==> config.mk <==
export PLATFORM = sky130hd
export DESIGN_NAME = ui_render
export DESIGN_NICKNAME = d
export VERILOG_FILES = /design/src/hw/board_pkg.sv /design/src/hw/color_pkg.sv /design/src/hw/background_renderer.sv /design/src/hw/move_decoder.sv /design/src/hw/player_controller.sv /design/src/hw/sprite_renderer.sv /design/src/hw/ui_render.sv
export VERILOG_INCLUDE_DIRS = /design/src /design/src/include
export SDC_FILE = /design/constraint.sdc
export NUM_CORES = 1
export LEC_CHECK = 0
export CORE_MARGIN = 3
export CORE_UTILIZATION = 50
export CTS_CLUSTER_DIAMETER = 50
export DETAILED_ROUTE_END_ITERATION = 16
export DONT_BUFFER_PORTS = 1
export HOLD_SLACK_MARGIN = 0.02
export PLACE_DENSITY = 0.65
export SYNTH_ARGS = -nofsm -noshare
export SYNTH_HDL_FRONTEND = slang
export SYNTH_SLANG_ARGS = --single-unit
==> constraint.sdc <==
create_clock -name clk -period 5 [get_ports clk]
set_clock_uncertainty 0.1 [all_clocks]
set_input_delay 0.25 -clock clk [delete_from_list [all_inputs] [get_ports clk]]
set_output_delay 0.25 -clock clk [all_outputs]
set_load 0.02 [all_outputs]
==> src/include/ui_render_macros.svh <==
// ======================================================================
// screen bands, board geometry, motion timing and palette values
// for the board game pixel renderer
// ======================================================================
`ifndef UI_RENDER_MACROS_SVH
`define UI_RENDER_MACROS_SVH

// vertical bands of the background
`define UI_SKY_SPLIT_Y   70
`define UI_GRASS_Y       140
`define UI_DIRT_Y        150
`define UI_DIRT_END_Y    180

// board geometry
`define UI_TILE_SIZE     48
`define UI_PLAYER_OFFSET 16
`define UI_BASE_Y        124
`define UI_LAST_TILE     9

// one step is a slide then a jump
`define UI_MOVE_CYCLES   24
`define UI_JUMP_CYCLES   16
// slide advance per cycle, tile size over move cycles
`define UI_STEP_PX       2

// player chip
`define UI_SPRITE_SIZE   16
`define UI_JUMP_PEAK     30

// palette, 24-bit rgb
`define UI_SKY_LIGHT     24'h87CEEB
`define UI_SKY           24'h5DADE2
`define UI_GRASS_BRIGHT  24'h7FC83F
`define UI_GRASS_GREEN   24'h55A02F
`define UI_DIRT_DARK     24'h6B4A2F
`define UI_DIRT_MID      24'h8B653F
`define UI_DIRT_LIGHT    24'hA07A50
`define UI_DIRT_GRAY     24'h707070
`define UI_CHIP_BLACK    24'h202020
`define UI_CHIP_GRAY     24'h505050
`define UI_CHIP_SILVER   24'hC0C0C0
`define UI_CHIP_RED      24'hFF0000
`define UI_BLACK         24'h000000

`endif

==> src/hw/board_pkg.sv <==
// ======================================================================
// board types: screen coordinate, tile index, move command and the
// motion state of the player
// ======================================================================
`default_nettype none

package board_pkg;

    typedef logic [9:0] coord_t;
    typedef logic [3:0] tile_t;

    // move command, one to three tile steps
    typedef enum logic [1:0] {
        CMD_NONE  = 2'd0,
        CMD_STEP1 = 2'd1,
        CMD_STEP2 = 2'd2,
        CMD_STEP3 = 2'd3
    } move_cmd_t;

    typedef enum logic [1:0] {
        ST_IDLE    = 2'd0,
        ST_MOVING  = 2'd1,
        ST_JUMPING = 2'd2
    } motion_state_t;

endpackage

`default_nettype wire

==> src/hw/color_pkg.sv <==
// ======================================================================
// pixel colour type shared by the renderers and the compositor
// ======================================================================
`default_nettype none

package color_pkg;

    // one pixel, 8 bits per channel
    typedef struct packed {
        logic [7:0] r;
        logic [7:0] g;
        logic [7:0] b;
    } rgb_t;

endpackage

`default_nettype wire

==> src/hw/background_renderer.sv <==
// ======================================================================
// background layer: two sky bands, grass strip and checkered dirt
// ======================================================================
`timescale 1ns/1ps
`default_nettype none
`include "ui_render_macros.svh"

module background_renderer
    import color_pkg::*;
    import board_pkg::*;
(
    input  coord_t x,
    input  coord_t y,
    output rgb_t   bg_color,
    output logic   bg_en
);

    coord_t     dirt_dy;
    logic [3:0] dirt_code;

    // 2x2 pixel cells, four cells per pattern period
    assign dirt_dy   = y - coord_t'(`UI_DIRT_Y);
    assign dirt_code = {x[2:1], dirt_dy[2:1]};

    always_comb begin
        bg_en    = 1'b1;
        bg_color = rgb_t'(`UI_BLACK);
        if (y < coord_t'(`UI_GRASS_Y)) begin
            if (y < coord_t'(`UI_SKY_SPLIT_Y)) begin
                bg_color = rgb_t'(`UI_SKY_LIGHT);
            end else begin
                bg_color = rgb_t'(`UI_SKY);
            end
        end else if (y < coord_t'(`UI_DIRT_Y)) begin
            // bright line on the top grass row
            if (y == coord_t'(`UI_GRASS_Y)) begin
                bg_color = rgb_t'(`UI_GRASS_BRIGHT);
            end else begin
                bg_color = rgb_t'(`UI_GRASS_GREEN);
            end
        end else if (y < coord_t'(`UI_DIRT_END_Y)) begin
            case (dirt_code)
                4'b0000, 4'b0101, 4'b1010, 4'b1111: bg_color = rgb_t'(`UI_DIRT_DARK);
                4'b0001, 4'b0100, 4'b1001, 4'b1100: bg_color = rgb_t'(`UI_DIRT_MID);
                4'b0010, 4'b0111, 4'b1000, 4'b1101: bg_color = rgb_t'(`UI_DIRT_LIGHT);
                default:                            bg_color = rgb_t'(`UI_DIRT_GRAY);
            endcase
        end else begin
            // nothing drawn below the dirt
            bg_en = 1'b0;
        end
    end

endmodule

`default_nettype wire

==> src/hw/move_decoder.sv <==
// ======================================================================
// move button decoder: rising edge detect on three level buttons and
// priority encode into a single move command
// ======================================================================
`timescale 1ns/1ps
`default_nettype none

module move_decoder
    import board_pkg::*;
(
    input  logic      clk,
    input  logic      rst,
    input  logic      move_1,
    input  logic      move_2,
    input  logic      move_3,
    output move_cmd_t cmd
);

    logic [2:0] btn_prev;
    logic [2:0] btn_rise;

    // previous button levels
    always_ff @(posedge clk or posedge rst) begin
        if (rst) begin
            btn_prev <= 3'b000;
        end else begin
            btn_prev <= {move_3, move_2, move_1};
        end
    end

    assign btn_rise = {move_3, move_2, move_1} & ~btn_prev;

    // move_1 wins over move_2, move_2 over move_3
    always_comb begin
        if (btn_rise[0]) begin
            cmd = CMD_STEP1;
        end else if (btn_rise[1]) begin
            cmd = CMD_STEP2;
        end else if (btn_rise[2]) begin
            cmd = CMD_STEP3;
        end else begin
            cmd = CMD_NONE;
        end
    end

endmodule

`default_nettype wire

==> src/hw/player_controller.sv <==
// ======================================================================
// player motion FSM: idle, slide and jump per tile step, with the
// sprite position, current tile and busy flag
// ======================================================================
`timescale 1ns/1ps
`default_nettype none
`include "ui_render_macros.svh"

module player_controller
    import board_pkg::*;
(
    input  logic      clk,
    input  logic      rst,
    input  move_cmd_t cmd,
    output coord_t    player_x,
    output coord_t    player_y,
    output tile_t     current_tile,
    output logic      is_moving
);

    motion_state_t state;
    logic [4:0]    cnt;
    // steps still to run after the current one
    logic [1:0]    steps_left;
    tile_t         target_tile;
    coord_t        slide_x;

    logic          start_ok;
    logic [1:0]    cmd_extra;
    logic          last_move;
    logic          last_jump;
    logic          more_steps;
    coord_t        jump_off;

    // jump arc: up by 4 per cycle, peak at cycle 8, then down by 4
    function automatic coord_t jump_height(input logic [3:0] c);
        coord_t h;
        if (c < 4'd8) begin
            h = coord_t'(c) << 2;
        end else if (c == 4'd8) begin
            h = coord_t'(`UI_JUMP_PEAK);
        end else begin
            h = coord_t'(5'd16 - c) << 2;
        end
        return h;
    endfunction

    // opcode to number of follow-up steps
    always_comb begin
        case (cmd)
            CMD_STEP2: cmd_extra = 2'd1;
            CMD_STEP3: cmd_extra = 2'd2;
            default:   cmd_extra = 2'd0;
        endcase
    end

    assign start_ok   = (state == ST_IDLE) && (cmd != CMD_NONE) &&
                        (current_tile < tile_t'(`UI_LAST_TILE));
    assign last_move  = (cnt == 5'(`UI_MOVE_CYCLES - 1));
    assign last_jump  = (cnt == 5'(`UI_JUMP_CYCLES - 1));
    assign more_steps = (steps_left != 2'd0) && (current_tile < tile_t'(`UI_LAST_TILE));

    // ==================================================================
    // motion state machine
    // ==================================================================
    always_ff @(posedge clk or posedge rst) begin
        if (rst) begin
            state        <= ST_IDLE;
            cnt          <= 5'd0;
            steps_left   <= 2'd0;
            target_tile  <= '0;
            current_tile <= '0;
            slide_x      <= coord_t'(`UI_PLAYER_OFFSET);
        end else begin
            case (state)
                ST_IDLE: begin
                    if (start_ok) begin
                        state       <= ST_MOVING;
                        cnt         <= 5'd0;
                        steps_left  <= cmd_extra;
                        target_tile <= current_tile + tile_t'(1);
                    end
                end
                ST_MOVING: begin
                    // slide lands exactly on the next tile after the last cycle
                    slide_x <= slide_x + coord_t'(`UI_STEP_PX);
                    if (last_move) begin
                        cnt          <= 5'd0;
                        current_tile <= target_tile;
                        state        <= ST_JUMPING;
                    end else begin
                        cnt <= cnt + 5'd1;
                    end
                end
                ST_JUMPING: begin
                    if (last_jump) begin
                        cnt <= 5'd0;
                        if (more_steps) begin
                            state       <= ST_MOVING;
                            steps_left  <= steps_left - 2'd1;
                            target_tile <= current_tile + tile_t'(1);
                        end else begin
                            state <= ST_IDLE;
                        end
                    end else begin
                        cnt <= cnt + 5'd1;
                    end
                end
                default: begin
                    state <= ST_IDLE;
                end
            endcase
        end
    end

    // sprite position
    assign jump_off  = (state == ST_JUMPING) ? jump_height(cnt[3:0]) : '0;
    assign player_x  = slide_x;
    assign player_y  = coord_t'(`UI_BASE_Y) - jump_off;
    assign is_moving = (state != ST_IDLE);

endmodule

`default_nettype wire

==> src/hw/sprite_renderer.sv <==
// ======================================================================
// player chip sprite: 16x16 box with side pins and a red marker
// ======================================================================
`timescale 1ns/1ps
`default_nettype none
`include "ui_render_macros.svh"

module sprite_renderer
    import color_pkg::*;
    import board_pkg::*;
(
    input  coord_t x,
    input  coord_t y,
    input  coord_t player_x,
    input  coord_t player_y,
    output rgb_t   spr_color,
    output logic   spr_en
);

    logic [10:0] x_end;
    logic [10:0] y_end;
    logic        in_box;
    coord_t      dx;
    coord_t      dy;
    logic [3:0]  sx;
    logic [3:0]  sy;

    // one bit wider so the box end never wraps
    assign x_end  = {1'b0, player_x} + 11'(`UI_SPRITE_SIZE);
    assign y_end  = {1'b0, player_y} + 11'(`UI_SPRITE_SIZE);
    assign in_box = (x >= player_x) && ({1'b0, x} < x_end) &&
                    (y >= player_y) && ({1'b0, y} < y_end);

    // sprite-local column and row
    assign dx = x - player_x;
    assign dy = y - player_y;
    assign sx = dx[3:0];
    assign sy = dy[3:0];

    always_comb begin
        spr_en    = 1'b0;
        spr_color = rgb_t'(`UI_BLACK);
        if (in_box) begin
            case (sy)
                // top and bottom edges
                4'd0, 4'd15: begin
                    if (sx >= 4'd2 && sx <= 4'd13) begin
                        spr_en    = 1'b1;
                        spr_color = rgb_t'(`UI_CHIP_GRAY);
                    end
                end
                // pin rows, every column covered
                4'd4, 4'd5, 4'd6, 4'd7, 4'd8, 4'd9, 4'd10, 4'd11: begin
                    spr_en = 1'b1;
                    if (sx <= 4'd1 || sx >= 4'd14) begin
                        spr_color = rgb_t'(`UI_CHIP_SILVER);
                    end else if (sx == 4'd2 || sx == 4'd13) begin
                        spr_color = rgb_t'(`UI_CHIP_GRAY);
                    end else begin
                        spr_color = rgb_t'(`UI_CHIP_BLACK);
                    end
                end
                // rows 1-3 and 12-14, marker on rows 2 and 3
                default: begin
                    if (sx == 4'd1 || sx == 4'd14) begin
                        spr_en    = 1'b1;
                        spr_color = rgb_t'(`UI_CHIP_GRAY);
                    end else if (sx >= 4'd2 && sx <= 4'd13) begin
                        spr_en = 1'b1;
                        if ((sy == 4'd2 || sy == 4'd3) && (sx == 4'd6 || sx == 4'd7)) begin
                            spr_color = rgb_t'(`UI_CHIP_RED);
                        end else begin
                            spr_color = rgb_t'(`UI_CHIP_BLACK);
                        end
                    end
                end
            endcase
        end
    end

endmodule

`default_nettype wire

==> src/hw/ui_render.sv <==
// ======================================================================
// pixel renderer top: move decode, player motion, background and
// sprite layers, priority mix and registered colour output
// ======================================================================
`timescale 1ns/1ps
`default_nettype none
`include "ui_render_macros.svh"

module ui_render
    import color_pkg::*;
    import board_pkg::*;
(
    input  logic       clk,
    input  logic       rst,
    input  coord_t     x,
    input  coord_t     y,
    input  logic       move_1,
    input  logic       move_2,
    input  logic       move_3,
    output logic [7:0] r,
    output logic [7:0] g,
    output logic [7:0] b,
    output tile_t      current_tile,
    output logic       is_moving
);

    move_cmd_t cmd;
    coord_t    player_x;
    coord_t    player_y;
    rgb_t      bg_color;
    logic      bg_en;
    rgb_t      spr_color;
    logic      spr_en;
    rgb_t      pix;

    move_decoder u_decoder (
        .clk    (clk),
        .rst    (rst),
        .move_1 (move_1),
        .move_2 (move_2),
        .move_3 (move_3),
        .cmd    (cmd)
    );

    player_controller u_controller (
        .clk          (clk),
        .rst          (rst),
        .cmd          (cmd),
        .player_x     (player_x),
        .player_y     (player_y),
        .current_tile (current_tile),
        .is_moving    (is_moving)
    );

    background_renderer u_background (
        .x        (x),
        .y        (y),
        .bg_color (bg_color),
        .bg_en    (bg_en)
    );

    sprite_renderer u_sprite (
        .x         (x),
        .y         (y),
        .player_x  (player_x),
        .player_y  (player_y),
        .spr_color (spr_color),
        .spr_en    (spr_en)
    );

    // sprite over background over black
    assign pix = spr_en ? spr_color : (bg_en ? bg_color : rgb_t'(`UI_BLACK));

    always_ff @(posedge clk or posedge rst) begin
        if (rst) begin
            r <= 8'd0;
            g <= 8'd0;
            b <= 8'd0;
        end else begin
            r <= pix.r;
            g <= pix.g;
            b <= pix.b;
        end
    end

endmodule

`default_nettype wire

==> results by group, run 1 <==
Power
  • Part of the power in registers: ~40%
  • Net Sw Power: between 500 and 600 uW
  • Power Density: 336 mW/mm^2
  • Worst VDD drop: 0.241 mV
  • Static Leak: 0.00208 uW
  • Sw frac: 41.1%
  • Internal power: 857 uW
  • Comb pwr share: 43.5%
  • Clock power share: 17.1%

STA
  • Final setup vio count: 0
  • Fin. Hold Viols: 44
  • Min Tclk post-route: approximately 4300 ps
  • RSZ-0062 raised after global routing: no
  • Least-Margin Pin Slew: around 1100 ps
  • Peak Freq: around 0.23 GHz
  • Max-slew violation count: 0
  • Setup TNS: 0 ps
  • Relative slew slack: 28.9%
  • Period utilization: 86.2%
  • Fin Hold WS: -27.9 ps

Yosys
  • Mux cell area share after synthesis: 8.10%
  • Syn Area/Cell: 9.40 sq um
  • Gate Count Post-Synth: 437
  • Post-synth EDFFs: 0
  • Synth Area in Adders: 17.7%
  • Flops & latches, synth: 52
  • Post-synthesis simple-gate area fraction: 18.1%
  • Seq/Total Area, Yosys: 31.7%
  • Combinational family with the most area after synthesis: simple AND/OR/NAND/NOR gates
  • Async SR Flop Fraction: 100%
  • Synth warnings: 0
  • Main synth FF type: dfrtp_1
  • Count of different cell masters after synthesis: 65
  • Post-synthesis xor/xnor area fraction: approximately 4.8%
  • Post-Syn Area: 0.00411 sq mm
  • Post-synthesis compound-gate area fraction: 14.3%

Clock network
  • Worst-skew pair later-pin latency: 310 ps
  • TritonCTS Sinks: 52
  • H-tree depth: 2
  • TritonCTS clock tree: yes
  • Root Driver: clkbuf_8
  • Reg clk slew, reported paths: 100 ps
  • Clk buf depth: 2
  • PostCTS Resize Cnt: 0
  • CTS Buf Count: 5

Floorplan
  • I/O pin total: 54
  • Die H: approximately 97 um
  • Starting Density: 52.4%
  • Die Width: between 90 and 100 um
  • Placeable Area: 0.00785 sq mm
  • Total die area: 0.00934 sq mm
  • Row count: 32

Place
  • Gp weighted congestion: ~0.88
  • I/O Buffers: 0
  • Dpl cells: 537
  • Detail Placement HPWL: a little under 7000 um

Drt
  • WL met2: roughly 4200 um
  • 1st-iter DRT viols: 82
  • DRC Markers: 0
  • Vias: between 3,000 and 4,000
  • Met1 wire length: 3750 um
  • Routed WL: ~8500 um
  • DR top layer: met4
  • Met3 WL post-DR: 426 um
  • Pre-antenna DRT Iters: 4
  • Vias per cell: 5.67
  • WL/cell: around 16 um
  • Antenna-violating nets left: 0

Cells and area
  • Total Nets Final: 527
  • Most frequent cells in the layout: ha_1 (55), dfrtp_1 (51), nand2_1 (39)
  • Finished Layout Cells: 548
  • Antenna cell count: 0
  • Share of post-route cells with drive strength above 1: 7.40%
  • Commonest non-fill, non-tap cell in the layout: ha_1
  • Area delta synth->final: 5.42%

GRT
  • Gr ovfl total: 0
  • Largest net degree at the start of global routing: 53
  • First-pass GRT wire length: 14,700 um
  • Total GRT Usage: between 10% and 20%
  • Vias in the first global route: 3,086
  • Initial antenna violation count: 0

Worst setup path
  • CP top delay family: compound AO/OA/AOI/OAI gates
  • Critical-path cell list: inv_1, ha_1, a21oi_1, a21o_1, o31ai_1, ha_1, inv_1, ha_1, o211a_1, o31ai_1, a31oi_1, a311o_1, or4_1, buf_4, mux2i_1
  • CP Class: register to register
  • Crit. Startpoint: u_controller.cnt[0]
  • Critical Path RT: 5080 ps
  • Kind of end point of the critical path: register
  • WP buf/inv: 3
  • Worst Path Max Fanout: 9
  • RR Startpoint: u_controller.cnt[0]
  • Slowest cell delay on critical path: 710 ps
  • WP data arrival: 4400 ps
  • Slowest CP cell: or4_1
  • Type of origin of the critical path: register
  • R2r setup slk: 690 ps
  • Most frequent CP cell: ha_1

Status
  • Status: finished with violations
  • Failing checks: negative hold slack

Min path
  • HP Class: input port to async pin

Job
  • Max Cap Viol: 0
[cell type report]
class                   instances  area [sq um]
multi-input cells             342          2620
fillers                       721          3520
inverters                      38           143
clock inverters                 2          16.3
clock buffers                   6          72.6
repair buffers                  6          52.6
well taps                     102           128
flip-flops and latches         52          1300
[power groups by stage]
stage,clock network (uW),logic [uW],registers (uW)
5_1_grt,279,728,584
3_5_place_dp,0,632,583
2_1_floorplan,0,524,566
6_report,248,633,574
3_3_place_gp,0,617,579
4_1_cts,260,637,574
[worst reg2reg max path: cells and delay by family (launching register included)]
kind,cells,cell delay [ps]
adders and majority gates,3,810
and+or+nand+nor,1,710
muxes,1,120
DFF,1,440
buffers and inverters,3,450
AOI/OAI and AO/OA,7,1570
[metrics by stage]
stage | hold WS (ps) | worst slack (ps) | utilization [%] | instance area, sq um | total power (uW)
global placement | 182 | 888 | 53.7 | 4210 | 1200
global route | 67.0 | 306 | 55.2 | 4330 | 1590
detailed placement | 182 | 697 | 53.7 | 4210 | 1210
finish | -27.9 | 689 | 55.2 | 4330 | 1460
floorplan | 181 | 984 | - | 4120 | 1090
CTS | 31.1 | 674 | 55.2 | 4330 | 1470
[cells by family (layout without fill, tap and decap cells)]
kind of cell,after synthesis,count (layout)
buffers and inverters,47,52
xor gates and xnor gates,21,21
AOI/OAI and AO/OA,90,90
adders and majority gates,57,57
DFF,52,52
other,2,6
and+or+nand+nor,140,140
muxes,28,28
[sequential cells by signal, summed over array words and instances, names as in the netlist]
name	count
u_controller.cnt	5
g	8
u_controller.player_x	9
u_controller.current_tile	4
u_controller.target_tile	4
u_controller.state	2
u_decoder.btn_prev	3
r	8
b	7
u_controller.steps_left	2
[routing by layer]
layer / vias to the layer above / global-route usage, %
met4: 0 / 5.18
met5: - / 0
li1: 1554 / -
met2: 64 / 32.4
met3: 9 / 3.75
met1: 1479 / 23.2
[synth_stat cells, types with 7 or more instances]
| master | n | area share [%] |
|---|---|---|
| ha_1 | 55 | 17 |
| dfrtp_1 | 51 | 31 |
| nand2_1 | 39 | 3.6 |
| inv_1 | 38 | 3.5 |
| nor2_1 | 23 | 2.1 |
| o21ai_0 | 23 | 2.8 |
| a21oi_1 | 20 | 2.4 |
| nand2b_1 | 16 | 2.4 |
| mux2i_1 | 14 | 3.4 |
| xnor2_1 | 14 | 3.0 |
| nand3_1 | 11 | 1.3 |
| o31ai_1 | 8 | 1.5 |
| mux2_2 | 7 | 1.9 |
| nand4_1 | 7 | 1.1 |
[worst paths after layout]
path                                                end  depth (start not counted)
max in group asynchronous      u_controller.player_x[1]                          1
min in group clk                                   g[1]                          3
min                                                b[2]                          1
max                                                b[6]                         15
min reg2reg                u_controller.current_tile[1]                          1
max reg2reg                                        b[6]                         15
[what timing repair did]
item | in CTS | in global routing
setup endpoints to repair | 0 | 0
endpoints found under the hold margin | 3 | 0
setup buffers | 0 | 0
hold buffers | 3 | 0
Power figures use the tool's default switching activity.
==> run 2, diff against run 1 <==
Clock period 5 ns to 4.4 ns, I/O delays scaled along.
==> run 2 against run 1 <==
Effect of this change:
- the flow now finishes without violations
- non-clock buffer count grew 3
- core utilization grew 0.37 points
- sequential power grew 14%
- critical path depth grew 4
- total power grew 14%
==> results by group, run 2 (same netlist as run 1, synthesis figures left out) <==
Clock network
  • TritonCTS clock tree: yes
  • Root Driver: clkbuf_8
  • H-tree depth: 2 (unchanged)
  • CTS Buf Count: 5 (unchanged)
  • Reg clk slew, reported paths: 100 ps (about the same)
  • Clk buf depth: 2 (unchanged)
  • TritonCTS Sinks: 52 (unchanged)
  • Worst-skew pair later-pin latency: 300 ps (about the same)

Cells and area
  • Antenna cell count: 0 (unchanged)
  • Area delta synth->final: 6.12%
  • Most frequent cells in the layout: ha_1 (55), dfrtp_1 (51), nand2_1 (39)
  • Total Nets Final: 530 (+0.57%)
  • Commonest non-fill, non-tap cell in the layout: ha_1
  • Max reg flops: 9 (unchanged)
  • Share of post-route cells with drive strength above 1: 8.02% (+0.62 points)

Place
  • I/O Buffers: 0 (unchanged)
  • Gp weighted congestion: 0.906 (+3.4%)
  • Detail Placement HPWL: 6850 um (+0.52%)

Drt
  • Vias: 3,104 (-0.064%)
  • Vias per cell: 5.63 (-0.61%)
  • Routed WL: 8540 um (+0.38%)
  • 1st-iter DRT viols: 79 (-3.7%)
  • WL/cell: 15.5 um (-0.17%)
  • DRC Markers: 0 (unchanged)
  • Pre-antenna DRT Iters: 4 (unchanged)
  • Antenna-violating nets left: 0 (unchanged)

Worst setup path
  • RR Endpoint: r[0]
  • Path depth of the worst reg2reg path: 19 (+4)
  • R2r setup slk: 350 ps (-340 ps)
  • Type of origin of the critical path: register
  • WP data arrival: 4130 ps (-270 ps)
  • Critical Path RT: 4480 ps (-600 ps)
  • Kind of end point of the critical path: register
  • RR Startpoint: u_controller.cnt[0]
  • CP Class: register to register
  • Worst Path Max Fanout: 9 (unchanged)

GRT
  • First-pass GRT wire length: 14,900 um (+1.4%)
  • Largest net degree at the start of global routing: 53 (unchanged)
  • Initial antenna violation count: 0 (unchanged)
  • Vias in the first global route: 3,100 (+0.45%)
  • Total GRT Usage: 18.9% (+0.30 points)
  • Gr ovfl total: 0 (unchanged)

STA
  • Peak Freq: 0.247 GHz (+6.4%)
  • Min Tclk post-route: 4050 ps (-258 ps)
  • Setup TNS: 0 ps (unchanged)
  • Relative slew slack: 29.6% (+0.70 points)
  • Fin. Hold Viols: 0 (-100%)
  • RSZ-0062 raised after global routing: no
  • Max-slew violation count: 0 (unchanged)
  • Period utilization: 92.1% (+5.9 points)
  • Final setup vio count: 0 (unchanged)
  • Least-Margin Pin Slew: 1050 ps (-10.5 ps)

Floorplan
  • Row count: 32 (unchanged)
  • Die Width: 96.7 um (unchanged)
  • Die H: 96.7 um (unchanged)
  • Starting Density: 52.4% (unchanged)
  • Placeable Area: 0.00785 sq mm (unchanged)
  • I/O pin total: 54 (unchanged)
  • Total die area: 0.00934 sq mm (unchanged)

Min path
  • Worst hold stages: 3
  • Worst Min Path Start: y[1]
  • Hold worst-path end: g[1]
  • HP Class: input port to register

Power
  • Static Leak: 0.00210 uW (+0.74%)
  • Worst VDD drop: 0.198 mV (-18%)
  • Power Density: 380 mW/mm^2 (+13%)
  • Total Power: 1660 uW (+14%)

Status
  • Status: completed

Job
  • Max Cap Viol: 0 (unchanged)
==> run 2: cell count changes in the layout (fill, tap and decap cells not counted), sizes merged <==
| cell | before | now |
|---|---|---|
| buf | 3 | 5 |
| dlygate4sd3 | 3 | 4 |
==> run 2: stage by stage <==
stage	hold WS [ps]	util (%)	instance area (sq um)	cells	setup WS, ps
5_1_grt	79.9	55.6	4360	551	61.0
2_1_floorplan	151	-	4120	441	384
3_5_place_dp	152	53.9	4230	539	197
3_3_place_gp	152	53.9	4230	539	290
6_report	87.9	55.6	4360	551	347
4_1_cts	65.9	55.5	4360	551	169
==> run 2: area by class of cell <==
class / instances / area [sq um]
inverters: 38 / 143
fillers: 744 / 3490
well taps: 102 / 128
clock buffers: 6 / 72.6
flip-flops and latches: 52 / 1300
repair buffers: 9 / 77.6
clock inverters: 2 / 16.3
multi-input cells: 342 / 2620
==> run 2: critical path, cell delays in order (launching register included) <==
cell     delay, ps
dfrtp_1        440
inv_1          110
ha_1           260
nand2_1         80
nand2_1         50
nand2_1         80
inv_1           40
ha_1           190
and3_1         160
xor2_1         250
ha_1           280
inv_1           60
ha_1           220
o211a_1        110
o31ai_1         70
a31oi_1        120
a311o_1        400
or4_4          600
buf_4          210
mux2i_1        120
==> run 2: how the worst max path moves through the flow <==
stage	end	slack [ps]	cells after the start	start
after floorplan	b[5]	380	15	u_controller.state[0]
after global placement	g[0]	290	19	u_controller.cnt[0]
after detailed placement	r[1]	200	19	u_controller.cnt[0]
after CTS	r[1]	170	19	u_controller.cnt[0]
after global routing	r[1]	60	19	u_controller.cnt[0]
final	r[0]	350	19	u_controller.cnt[0]
==> run 2: per-layer routing <==
metal | share of wire, % | GRT usage, % | vias up
met1 | 45 | 24.2 | 1487
li1 | - | - | 1558
met3 | 3.6 | 3.60 | 10
met5 | 0 | 0 | -
met4 | 1.5 | 5.08 | 0
met2 | 50 | 32.6 | 49
==> run 2: timing repair <==
action,CTS,global route
buffers inserted,0,0
hold endpoints to repair,54,0
hold buffers,4,0
setup endpoints to repair,0,8
resized for setup,0,1
==> run 2: where the power goes <==
part	switching, uW	total, uW	internal [uW]
clock	161	275	114
combinational	425	729	304
sequential	93.1	652	559
total	680	1660	977
